$ cat src/arm_isa_pkg.sv
`default_nettype none

package arm_isa_pkg;

    typedef logic [31:0] word_t;     // one data word
    typedef logic [3:0]  reg_idx_t;  // register bank index, r0..r15

    // class code is {instr[27:25], instr[4]}
    typedef enum logic [3:0] {
        dp_imm_shift = 4'b0000,  // data processing, immediate shift
        dp_reg_shift = 4'b0001,  // data processing, shift by rs
        dp_imm_a     = 4'b0010,  // rotated imm8, bit 4 low
        dp_imm_b     = 4'b0011,  // rotated imm8, bit 4 high
        ls_imm_a     = 4'b0100,  // load/store imm offset
        ls_imm_b     = 4'b0101,
        ls_reg       = 4'b0110,  // load/store reg offset
        branch_a     = 4'b1010,  // b / bl
        branch_b     = 4'b1011
    } instr_class_e;

    // arm opcode order, bits 24:21
    typedef enum logic [3:0] {
        alu_and = 4'h0,
        alu_eor = 4'h1,
        alu_sub = 4'h2,
        alu_rsb = 4'h3,  // reverse subtract
        alu_add = 4'h4,
        alu_adc = 4'h5,
        alu_sbc = 4'h6,
        alu_rsc = 4'h7,
        alu_tst = 4'h8,  // flags only
        alu_teq = 4'h9,
        alu_cmp = 4'ha,
        alu_cmn = 4'hb,
        alu_orr = 4'hc,
        alu_mov = 4'hd,
        alu_bic = 4'he,  // bit clear
        alu_mvn = 4'hf
    } alu_op_e;

    typedef enum logic [2:0] {
        lsl = 3'd0,  // low two bits match instr[6:5]
        lsr = 3'd1,
        asr = 3'd2,
        ror = 3'd3,
        rrx = 3'd4   // rotate right through carry
    } barrel_op_e;

    localparam word_t nop_instr = 32'he1a0_0000;  // mov r0, r0, cond al

    // instruction field positions
    localparam int class_lo      = 25;  // bits 27:25
    localparam int class_tag_bit = 4;   // splits imm shift from reg shift
    localparam int alu_op_lo     = 21;  // bits 24:21
    localparam int s_bit_pos     = 20;
    localparam int rn_lo         = 16;
    localparam int rd_lo         = 12;
    localparam int rs_lo         = 8;
    localparam int rm_lo         = 0;
    localparam int shamt_lo      = 7;   // bits 11:7
    localparam int shift_type_lo = 5;   // bits 6:5
    localparam int rot_lo        = 8;   // rotate field, bits 11:8
    localparam int imm8_lo       = 0;

endpackage

`default_nettype wire
$ cat src/ctrl_pkg.sv
`default_nettype none

package ctrl_pkg;

    // sequencer order is fixed, fetch/decode/execute loops forever
    typedef enum logic [2:0] {
        reset_hold    = 3'd0,  // sits here while reset is high
        reset_release = 3'd1,  // single cycle, control_reset pulse
        fetch         = 3'd2,
        decode        = 3'd3,
        execute       = 3'd4
    } seq_state_e;

    // issue outputs out of reset
    localparam arm_isa_pkg::reg_idx_t   rst_reg_sel   = 4'd0;  // r0
    localparam arm_isa_pkg::alu_op_e    rst_alu_op    = arm_isa_pkg::alu_mov;
    localparam arm_isa_pkg::barrel_op_e rst_barrel_op = arm_isa_pkg::lsl;
    localparam arm_isa_pkg::word_t      rst_shift_val = 32'd0;         // lsl #0, pass through
    localparam arm_isa_pkg::word_t      rst_imm_value = 32'hffff_ffff;

endpackage

`default_nettype wire

$ cat src/control_unit.sv
`timescale 1ns/10ps
`default_nettype none

module control_unit
    import arm_isa_pkg::*;
    import ctrl_pkg::*;
(
    input  wire        clk,
    input  wire        reset,
    input  wire word_t instr_in,
    input  wire word_t b_bus_in,
    output logic       control_reset,
    output logic       update_address,
    output logic       pc_write_en,
    output reg_idx_t   reg_read_a_sel,
    output reg_idx_t   reg_read_b_sel,
    output reg_idx_t   reg_write_sel,
    output logic       reg_read_b_en,
    output logic       reg_write_en,
    output logic       cpsr_write_en,
    output barrel_op_e barrel_op_sel,
    output word_t      barrel_shift_val,
    output alu_op_e    alu_op_sel,
    output word_t      immediate_value,
    output logic       imm_output_en
);

    seq_state_e state;

    // decode to issue bundle
    logic       dec_valid;
    reg_idx_t   dec_rn;
    reg_idx_t   dec_rm;
    reg_idx_t   dec_rd;
    reg_idx_t   dec_rs;
    logic       dec_reg_shift;
    alu_op_e    dec_alu_op;
    barrel_op_e dec_barrel_op;
    word_t      dec_shift_amt;
    logic       dec_use_imm;
    word_t      dec_imm;
    logic       dec_s_bit;

    ctrl_sequencer u_sequencer (
        .clk            (clk),
        .reset          (reset),
        .state          (state),
        .control_reset  (control_reset),
        .update_address (update_address),
        .pc_write_en    (pc_write_en)
    );

    instr_decoder u_decoder (
        .clk           (clk),
        .reset         (reset),
        .state         (state),
        .instr_in      (instr_in),
        .dec_valid     (dec_valid),
        .dec_rn        (dec_rn),
        .dec_rm        (dec_rm),
        .dec_rd        (dec_rd),
        .dec_rs        (dec_rs),
        .dec_reg_shift (dec_reg_shift),
        .dec_alu_op    (dec_alu_op),
        .dec_barrel_op (dec_barrel_op),
        .dec_shift_amt (dec_shift_amt),
        .dec_use_imm   (dec_use_imm),
        .dec_imm       (dec_imm),
        .dec_s_bit     (dec_s_bit)
    );

    issue_stage u_issue (
        .clk              (clk),
        .reset            (reset),
        .state            (state),
        .dec_valid        (dec_valid),
        .dec_rn           (dec_rn),
        .dec_rm           (dec_rm),
        .dec_rd           (dec_rd),
        .dec_rs           (dec_rs),
        .dec_reg_shift    (dec_reg_shift),
        .dec_alu_op       (dec_alu_op),
        .dec_barrel_op    (dec_barrel_op),
        .dec_shift_amt    (dec_shift_amt),
        .dec_use_imm      (dec_use_imm),
        .dec_imm          (dec_imm),
        .dec_s_bit        (dec_s_bit),
        .b_bus_in         (b_bus_in),
        .reg_read_a_sel   (reg_read_a_sel),
        .reg_read_b_sel   (reg_read_b_sel),
        .reg_write_sel    (reg_write_sel),
        .reg_read_b_en    (reg_read_b_en),
        .reg_write_en     (reg_write_en),
        .cpsr_write_en    (cpsr_write_en),
        .barrel_op_sel    (barrel_op_sel),
        .barrel_shift_val (barrel_shift_val),
        .alu_op_sel       (alu_op_sel),
        .immediate_value  (immediate_value),
        .imm_output_en    (imm_output_en)
    );

endmodule

`default_nettype wire

$ cat src/issue_stage.sv
`timescale 1ns/10ps
`default_nettype none

module issue_stage
    import arm_isa_pkg::*;
    import ctrl_pkg::*;
(
    input  wire             clk,
    input  wire             reset,
    input  wire seq_state_e state,
    input  wire             dec_valid,
    input  wire reg_idx_t   dec_rn,
    input  wire reg_idx_t   dec_rm,
    input  wire reg_idx_t   dec_rd,
    input  wire reg_idx_t   dec_rs,
    input  wire             dec_reg_shift,
    input  wire alu_op_e    dec_alu_op,
    input  wire barrel_op_e dec_barrel_op,
    input  wire word_t      dec_shift_amt,
    input  wire             dec_use_imm,
    input  wire word_t      dec_imm,
    input  wire             dec_s_bit,
    input  wire word_t      b_bus_in,        // rs value during execute
    output reg_idx_t        reg_read_a_sel,
    output reg_idx_t        reg_read_b_sel,
    output reg_idx_t        reg_write_sel,
    output logic            reg_read_b_en,
    output logic            reg_write_en,
    output logic            cpsr_write_en,
    output barrel_op_e      barrel_op_sel,
    output word_t           barrel_shift_val,
    output alu_op_e         alu_op_sel,
    output word_t           immediate_value,
    output logic            imm_output_en
);

    reg_idx_t b_sel_q;  // issued b select, rm
    logic     b_en_q;   // issued register b bus enable
    logic     rs_read;  // rs on the b port this cycle

    // reg shift borrows the b port during execute to fetch rs
    assign rs_read = (state == execute) && dec_valid && dec_reg_shift;

    assign reg_read_b_sel = rs_read ? dec_rs : b_sel_q;
    assign reg_read_b_en  = rs_read | b_en_q;

    // operands and ops, held until the next valid issue
    always_ff @(posedge clk)
    begin
        if (reset)
        begin
            reg_read_a_sel   <= rst_reg_sel;
            b_sel_q          <= rst_reg_sel;
            reg_write_sel    <= rst_reg_sel;
            alu_op_sel       <= rst_alu_op;
            barrel_op_sel    <= rst_barrel_op;
            barrel_shift_val <= rst_shift_val;
            immediate_value  <= rst_imm_value;
            b_en_q           <= 1'b0;
            imm_output_en    <= 1'b0;
        end
        else if (state == execute && dec_valid)
        begin
            reg_read_a_sel <= dec_rn;
            b_sel_q        <= dec_rm;
            reg_write_sel  <= dec_rd;
            alu_op_sel     <= dec_alu_op;
            barrel_op_sel  <= dec_barrel_op;
            if (dec_reg_shift)
                barrel_shift_val <= b_bus_in;       // rs read back off the b bus
            else
                barrel_shift_val <= dec_shift_amt;
            if (dec_use_imm)
                immediate_value <= dec_imm;         // kept otherwise
            b_en_q        <= ~dec_use_imm;          // b source, regs or immediate
            imm_output_en <= dec_use_imm;
        end
    end

    // write strobes, one cycle per issue
    always_ff @(posedge clk)
    begin
        if (reset)
        begin
            reg_write_en  <= 1'b0;
            cpsr_write_en <= 1'b0;
        end
        else if (state == execute)
        begin
            reg_write_en  <= dec_valid;              // no-op for ld/st and branch
            cpsr_write_en <= dec_valid & dec_s_bit;
        end
        else
        begin
            reg_write_en  <= 1'b0;  // dropped again after fetch
            cpsr_write_en <= 1'b0;
        end
    end

endmodule

`default_nettype wire

$ cat src/instr_decoder.sv
`timescale 1ns/10ps
`default_nettype none

module instr_decoder
    import arm_isa_pkg::*;
    import ctrl_pkg::*;
(
    input  wire             clk,
    input  wire             reset,
    input  wire seq_state_e state,
    input  wire word_t      instr_in,       // sampled at end of fetch
    output logic            dec_valid,      // data processing word decoded
    output reg_idx_t        dec_rn,
    output reg_idx_t        dec_rm,
    output reg_idx_t        dec_rd,
    output reg_idx_t        dec_rs,
    output logic            dec_reg_shift,  // amount comes from rs
    output alu_op_e         dec_alu_op,
    output barrel_op_e      dec_barrel_op,
    output word_t           dec_shift_amt,  // don't care for reg shift
    output logic            dec_use_imm,    // b operand is the immediate
    output word_t           dec_imm,
    output logic            dec_s_bit
);

    word_t        ir;           // fetch-decode instruction register
    instr_class_e instr_class;
    logic         is_dp;
    logic [4:0]   shamt;
    logic [3:0]   rot;

    barrel_op_e   barrel_op_nxt;
    word_t        shift_amt_nxt;
    logic         use_imm_nxt;

    always_ff @(posedge clk)
    begin
        if (reset)
        begin
            ir <= nop_instr;
        end
        else if (state == fetch)
        begin
            ir <= instr_in;
        end
    end

    // class from bits 27:25 plus bit 4
    assign instr_class = instr_class_e'({ir[class_lo +: 3], ir[class_tag_bit]});
    assign is_dp       = instr_class inside {dp_imm_shift, dp_reg_shift, dp_imm_a, dp_imm_b};

    assign shamt = ir[shamt_lo +: 5];
    assign rot   = ir[rot_lo +: 4];

    // shifter setup per encoding
    always_comb
    begin
        barrel_op_nxt = lsl;
        shift_amt_nxt = 32'd0;
        use_imm_nxt   = 1'b0;
        case (instr_class)
            dp_imm_shift:
            begin
                // zero amount means rrx here, type bits ignored
                if (shamt == 5'd0)
                    barrel_op_nxt = rrx;
                else
                    barrel_op_nxt = barrel_op_e'({1'b0, ir[shift_type_lo +: 2]});
                shift_amt_nxt = {27'd0, shamt};
            end
            dp_reg_shift:
            begin
                barrel_op_nxt = barrel_op_e'({1'b0, ir[shift_type_lo +: 2]});  // never rrx
            end
            dp_imm_a, dp_imm_b:
            begin
                barrel_op_nxt = ror;
                shift_amt_nxt = {27'd0, rot, 1'b0};  // rotate field times two
                use_imm_nxt   = 1'b1;
            end
            default:
            begin
                barrel_op_nxt = lsl;  // load/store, branch: issue ignores it
            end
        endcase
    end

    // control part of the bundle
    always_ff @(posedge clk)
    begin
        if (reset)
        begin
            dec_valid     <= 1'b0;
            dec_reg_shift <= 1'b0;
        end
        else if (state == decode)
        begin
            dec_valid     <= is_dp;
            dec_reg_shift <= (instr_class == dp_reg_shift);
        end
    end

    // payload, only looked at when dec_valid
    always_ff @(posedge clk)
    begin
        if (state == decode)
        begin
            dec_rn        <= ir[rn_lo +: 4];
            dec_rm        <= ir[rm_lo +: 4];
            dec_rd        <= ir[rd_lo +: 4];
            dec_rs        <= ir[rs_lo +: 4];
            dec_alu_op    <= alu_op_e'(ir[alu_op_lo +: 4]);
            dec_s_bit     <= ir[s_bit_pos];     // flags update
            dec_barrel_op <= barrel_op_nxt;
            dec_shift_amt <= shift_amt_nxt;
            dec_use_imm   <= use_imm_nxt;
            dec_imm       <= {24'd0, ir[imm8_lo +: 8]};  // zero extended imm8
        end
    end

endmodule

`default_nettype wire

$ cat src/ctrl_sequencer.sv
`timescale 1ns/10ps
`default_nettype none

module ctrl_sequencer
    import ctrl_pkg::*;
(
    input  wire        clk,
    input  wire        reset,
    output seq_state_e state,
    output logic       control_reset,   // register bank reset, one cycle after release
    output logic       update_address,  // address register loads incrementer
    output logic       pc_write_en      // pc takes incremented address
);

    seq_state_e state_nxt;

    // fixed stepping order
    always_comb
    begin
        case (state)
            reset_hold:    state_nxt = reset_release;
            reset_release: state_nxt = fetch;
            fetch:         state_nxt = decode;
            decode:        state_nxt = execute;
            execute:       state_nxt = fetch;   // back for the next word
            default:       state_nxt = reset_hold;
        endcase
    end

    always_ff @(posedge clk)
    begin
        if (reset)
        begin
            state <= reset_hold;
        end
        else
        begin
            state <= state_nxt;
        end
    end

    // one-cycle pulse on the first edge after release
    always_ff @(posedge clk)
    begin
        if (reset)
        begin
            control_reset <= 1'b0;
        end
        else
        begin
            control_reset <= (state == reset_hold);
        end
    end

    // no branches taken,
    // so every fetch bumps the address and writes the pc
    always_ff @(posedge clk)
    begin
        if (reset)
        begin
            update_address <= 1'b0;
            pc_write_en    <= 1'b0;
        end
        else
        begin
            update_address <= (state == fetch);  // high the cycle after the fetch edge
            pc_write_en    <= (state == fetch);
        end
    end

endmodule

`default_nettype wire

$ cat config.mk
export PLATFORM = sky130hd
export DESIGN_NAME = control_unit
export DESIGN_NICKNAME = d
export VERILOG_FILES = /design/src/arm_isa_pkg.sv /design/src/ctrl_pkg.sv /design/src/control_unit.sv /design/src/issue_stage.sv /design/src/instr_decoder.sv /design/src/ctrl_sequencer.sv
export SDC_FILE = /design/constraint.sdc
export NUM_CORES = 1
export LEC_CHECK = 0
export BUFFER_PORTS_ARGS = -buffer_cell sky130_fd_sc_hd__buf_2
export CAP_MARGIN = 20
export CELL_PAD_IN_SITES_DETAIL_PLACEMENT = 0
export CELL_PAD_IN_SITES_GLOBAL_PLACEMENT = 1
export CORE_MARGIN = 2
export CORE_UTILIZATION = 32
export DETAILED_ROUTE_END_ITERATION = 6
export HOLD_SLACK_MARGIN = 0.12
export PLACE_DENSITY_LB_ADDON = 0.1
export SYNTH_ARGS = -nofsm -noshare
export SYNTH_HDL_FRONTEND = slang
export SYNTH_SLANG_ARGS = --single-unit
$ cat constraint.sdc
create_clock -name clk -period 1.61 [get_ports clk]
set_input_delay 0.322 -clock clk [delete_from_list [all_inputs] [get_ports clk]]
set_output_delay 0.322 -clock clk [all_outputs]
set_load 0.005 [all_outputs]
# Word level (Yosys, flattened, before mapping)
# Index checks and enable logic that the tools add are counted.
[totals]
rom_bits = 0
mem_bits_rw = 0
reg_bits = 187
word_cells = 55
latch_bits = 0
mem_count = 0
output_inout_bits = 90
inputBits = 66
[classes]
shifts = 0
n_reduce_logical = 10
bitwise_logic = 4
n_mux = 7
eq_ne = 7
mul = 0
n_div = 0
addsub = 0
magnitude_cmp = 0
[op_table]
columns = ["cell", "count"]
rows = [
  ["$mux W32", 1],
  ["$pmux W3 S4", 1],
  ["$pmux W5 S2", 1],
  ["$pmux W3 S3", 1],
  ["$eq A4 B2 Y1 const B", 2],
  ["$eq A3 B2 Y1 const B", 2],
  ["$reduce_or A2 Y1", 3],
  ["$logic_not A5 Y1", 1],
  ["$eq A4 B1 Y1 const B", 1],
  ["$logic_not A4 Y1", 1],
  ["$mux W4", 1],
  ["$reduce_bool A4 Y1", 1],
  ["$eq A3 B1 Y1 const B", 1],
  ["$eq A3 B3 Y1 const B", 1],
  ["$logic_not A3 Y1", 1],
  ["$mux W3", 1],
  ["$logic_and A1 B1 Y1", 2],
  ["$not A1 Y1", 2],
  ["$reduce_and A2 Y1", 1],
  ["$and A1 B1 Y1", 1],
  ["$mux W1", 1],
  ["$or A1 B1 Y1", 1],
]

# Depth between registers and ports, before layout
[logic_depth]
ltp_word = 4
ltp_mapped = 6
depth_no_buf = 4

# Modules after synthesis
# Synthesis repeated with hierarchy kept, for this count alone.
[hier_totals]
cells_unflattened = 609
area_unflattened_um2 = 6436.2
[modules_own_cells]
columns = ["module", "cells_per_inst", "area_each_um2", "seq_area_each_um2", "instances"]
rows = [
  ["issue_stage", 354, 3641.0, 1741.7, 1],
  ["instr_decoder", 240, 2628.8, 1621.6, 1],
  ["ctrl_sequencer", 15, 166.4, 100.1, 1],
]

# Worst setup path before layout
# No wires, ideal clock.
[synth_timing]
path_kind = "register to register"
start = "register u_sequencer.state[2]"
end = "register u_decoder.dec_alu_op[0], enable pin"
required_ns = 1.220
arrival_time_ns = 1.368
setup_slack_ns = -0.148
path_stages_with_launch = 4
n_path_buf = 1
path_cell_list = "dfxtp_1 -> buf_2 -> nand3b_1 -> inv_1"
[synth_between]
elab_chain_cells = 1
[synth_lines]
columns = ["item", "line", "text"]
rows = [
  ["start, declared", "ctrl_sequencer.sv:9", "output seq_state_e state,"],
  ["start signal, assigned", "ctrl_sequencer.sv:34", "state <= reset_hold;"],
  ["start signal, assigned", "ctrl_sequencer.sv:38", "state <= state_nxt;"],
  ["$eq A3 B2 Y1", "instr_decoder.sv:106", "if (state == decode)"],
  ["end signal, assigned", "instr_decoder.sv:112", "dec_alu_op <= alu_op_e'(ir[alu_op_lo +: 4]);"],
  ["end, declared", "instr_decoder.sv:18", "output alu_op_e dec_alu_op,"],
]
# Every way passes these cells.
# A chain may end at the register's enable or synchronous reset.

# Worst setup path after layout
[layout_timing]
start = "register u_sequencer.state[1]"
end = "output reg_read_b_sel[2]"
[layout_between]
elab_chain_cells = 4
[layout_lines]
columns = ["item", "line", "text"]
rows = [
  ["$eq A3 B3 Y1", "issue_stage.sv:42", "assign rs_read = (state == execute) && dec_valid && dec_reg_shift;"],
  ["$logic_and A1 B1 Y1 (2 in series)", "issue_stage.sv:42", ""],
  ["$mux W4", "issue_stage.sv:44", "assign reg_read_b_sel = rs_read ? dec_rs : b_sel_q;"],
  ["end, declared", "control_unit.sv:16", "output reg_idx_t reg_read_b_sel,"],
]
# Every way passes these cells.

==> results.ini <==
[floorplan]
initial_core_util_pct = 32.60
die_x_extent_um = 128.0
die_area_mm2 = 0.01638
design.core.area_mm2 = 0.01509
fp-row-count = 45
die_height_um = 128.0
count_of_pins_on_the_block_boundary = 156

[setup_path]
regToRegSetupSlack_ns = 0.08
critical_path_arrival_ns = 1.57
timing_worst_setup_path_type = flip-flop to primary output
critical_path.reg2reg.endpoint = u_issue.immediate_value[1]$_SDFFE_PP1P_
worst_reg2reg_startpoint = u_sequencer.state[1]$_SDFF_PP0_
start_kind = flip-flop
timing_endpoint_of_the_critical_path = reg_read_b_sel[2]
cp_startpoint = u_sequencer.state[1]$_SDFF_PP0_
setup.worst_path.end_class = primary output
ff2ff_path_depth = 5
slowest_delay_ns = 0.36
crit_fanout = 5
crit_chain = and4bb_4, nand2_4, mux2_2, buf_2
required_ns = 1.29
critical_path.slowest_cell = sky130_fd_sc_hd__and4bb_4

[finish]
mostFrequentLayoutCells = 150 x sky130_fd_sc_hd__buf_2, 126 x sky130_fd_sc_hd__nand2_1, 98 x sky130_fd_sc_hd__dfxtp_1
final_layout_size_suffix_gt1_share_pct = 31.99
final_instance_count_excl_fillers = 835
storage_element_area_mm2 = 0.003004
nNetsFinal = 700
layout-area-overhead-vs-synth_pct = 30.63
layout.cells.most_common = sky130_fd_sc_hd__buf_2
multiInputGateArea_mm2 = 0.001555
fillers = 1541
antenna-diode-count = 0

[pwr]
power_leakage_nw = 2.589
power-per-cell-area_mw_per_mm2 = 1178
max-vdd-ir-drop_v = 0.0006968

[grt]
maximum_number_of_pins_on_one_net_before_global_route_repair = 38
grt_overflow_total = 0
number_of_global_route_vias_before_repair = 3771
groute.usage.overall_pct = 15.18
grt_first_pass_wirelength_mm = 18.95
antenna_found_initial = 0

[yosys]
yosys.area.top_type_share_pct = 40.30
number_of_enable_type_register_cells_in_the_synthesized_netlist = 34
synthesis.yosys.warnings = 0
synth.ff_latch_count = 133
synth.distinct_cells = 35
synth-seq-area-share_pct = 61.05
yosys-top-cells-area = sky130_fd_sc_hd__dfxtp_1 40%, sky130_fd_sc_hd__edfxtp_1 21%, sky130_fd_sc_hd__nand2_1 9.7%
yosysTopAreaCell = sky130_fd_sc_hd__dfxtp_1
async_flop_share_pct = 0
netlist_instances = 496
ys_dominant_reg_cell = sky130_fd_sc_hd__dfxtp_1
syn_std_cell_area_mm2 = 0.004918
mappedNetlistNets = 562
syn_avg_cell_area_um2 = 9.916

[hold_path]
worstHoldStart = instr_in[22]
classification_of_the_worst_slack_hold_path = primary input to flip-flop
worstHoldPathCells = 3

[flow_run]
cap_violations = 0

[sta]
finalClockSkew_ns = 0.007310
maxSlewViolCount = 0
post-route-min-period_ns = 1.896
layout_worst_path_cycle_share_pct = 117.8
worst_slack_ns = -0.2861
setup_repair_after_global_routing_missed_its_margin = yes
setup_violations = 5
maxClockFrequency_ghz = 0.5274
worst_slew_pin_slew_ns = 0.3775
max-slew-margin-rel_pct = 74.83
worst_hold_slack_ns = 0.1432
report.final.hold_viol_count = 0

[place]
port_buffers = 151
dp.cells = 794
gp_congestion = 0.7729
dpl_wire_length_mm = 7.928

[clock_tree]
clock_path_buffers = 2
cts_tree = yes
clock_tree.root_cell = sky130_fd_sc_hd__clkbuf_16
cts_inserted_buffers = 17
clock_sink_count = 133
worst_setup_hold_path_clk_slew_ns = 0.05
htreeDepth = 4
clk_latency_ns = 0.42

[route]
first_iter_violations = 96
via_count = 3865
drt.antenna.violating_nets = 0
total_routed_length_mm = 11.86
drt-pass1-iter-count = 4
drc = 0
route.detailed.vias_per_inst = 4.629
routed_wire_length_per_instance_um = 14.21

[status]
violated_checks = negative setup slack
status = complete, but fails checks

critical path, delay by kind of cell (launching register included):
family | cells | cell delay [ns]
and+or+nand+nor | 2 | 0.44
DFF | 1 | 0.30
muxes | 1 | 0.29
buffers and inverters | 1 | 0.13
how the worst min path moves through the flow:
stage                     slack (ns)                           endpoint
after floorplan                 0.41  u_decoder.dec_alu_op[0]$_DFFE_PN_
after global placement          0.41      u_decoder.dec_rd[0]$_DFFE_PN_
final                           0.14      u_decoder.ir[22]$_SDFFE_PP0P_
after detailed placement        0.42      u_decoder.dec_rn[1]$_DFFE_PN_
after CTS                       0.12      u_decoder.ir[17]$_SDFFE_PP0P_
after global routing            0.14      u_decoder.ir[11]$_SDFFE_PP0P_
power breakdown:
group          switching (mW)  internal [mW]
clock                    1.33           2.28
sequential             0.0419           3.52
combinational           0.209          0.187
state kept, by name (all words and copies together), names as in the netlist, 3 cells and up:
signal / count
u_decoder.dec_alu_op: 4
u_decoder.dec_barrel_op: 3
u_decoder.dec_imm: 5
u_decoder.dec_rd: 4
u_decoder.dec_rm: 3
u_decoder.dec_rn: 4
u_decoder.dec_rs: 4
u_decoder.dec_shift_amt: 5
u_decoder.ir: 28
u_issue.alu_op_sel: 4
u_issue.b_sel_q: 4
u_issue.barrel_op_sel: 3
u_issue.barrel_shift_val: 32
u_issue.immediate_value: 9
u_issue.reg_read_a_sel: 4
u_issue.reg_write_sel: 4
u_sequencer.state: 3
synthesized netlist by cell type (2+ instances only):
cell	count
sky130_fd_sc_hd__nand2_1	127
sky130_fd_sc_hd__dfxtp_1	99
sky130_fd_sc_hd__a21oi_1	72
sky130_fd_sc_hd__edfxtp_1	34
sky130_fd_sc_hd__nand3_1	28
sky130_fd_sc_hd__buf_4	26
sky130_fd_sc_hd__clkbuf_1	15
sky130_fd_sc_hd__nor2_1	11
sky130_fd_sc_hd__buf_2	9
sky130_fd_sc_hd__a211o_1	8
sky130_fd_sc_hd__and3_1	8
sky130_fd_sc_hd__and2_1	7
sky130_fd_sc_hd__nand3b_1	7
sky130_fd_sc_hd__buf_6	6
sky130_fd_sc_hd__a211oi_1	5
sky130_fd_sc_hd__mux2i_1	5
sky130_fd_sc_hd__mux2_2	4
sky130_fd_sc_hd__buf_1	3
sky130_fd_sc_hd__nor4_1	3
sky130_fd_sc_hd__nand2b_1	2
sky130_fd_sc_hd__nor3_1	2
sky130_fd_sc_hd__o21ai_0	2
layer usage:
layer  track usage [%]  vias up  part of all wire [%]
met1             18.04     1799                    44
li1                  -     1940                     -
met4             6.076        0                   1.6
met5                 0        -                     0
met3             5.008       17                   5.9
met2             25.42      109                    48
per-stage QoR:
stage / worst slack [ns] / instance area [um^2] / setup TNS (ns) / util [%] / power (mW)
after floorplan: 0.003939 / 4922 / 0 / - / 3.814
after global placement: 0.03010 / 5756 / 0 / 38.14 / 4.009
after detailed placement: 0.02412 / 5756 / 0 / 38.14 / 4.016
after CTS: -0.3123 / 6399 / -1.442 / 42.40 / 7.686
after global routing: -0.3201 / 6425 / -1.506 / 42.58 / 7.881
final: -0.2861 / 6425 / -1.318 / 42.58 / 7.566
repair_timing:
action                                 4_1_cts  5_1_grt
setup endpoints to repair                   29       32
pin swaps                                    1        0
gates resized for setup                      5        4
endpoints found under the hold margin        6        0
buffers inserted                             2        1
hold buffers                                 6        0
kinds of logic (layout without fill, tap and decap cells):
group / after synthesis / after routing / share of synthesized area [%]
DFF: 133 / 133 / 61.05
xor gates and xnor gates: 1 / 1 / 0.1781
buffers and inverters: 60 / 211 / 7.708
AOI/OAI and AO/OA: 89 / 89 / 10.02
and+or+nand+nor: 204 / 204 / 19.10
muxes: 9 / 9 / 1.933
layout make-up:
class,instances,area share [%]
Clock inverter,5,0.7400
Multi-Input combinational cell,303,24.21
Inverter,1,0.1168
Tap cell,188,3.661
Clock buffer,27,7.848
Timing Repair Buffer,178,16.67
Sequential cell,133,46.76
No activity file was read; power rests on OpenSTA's default activity.
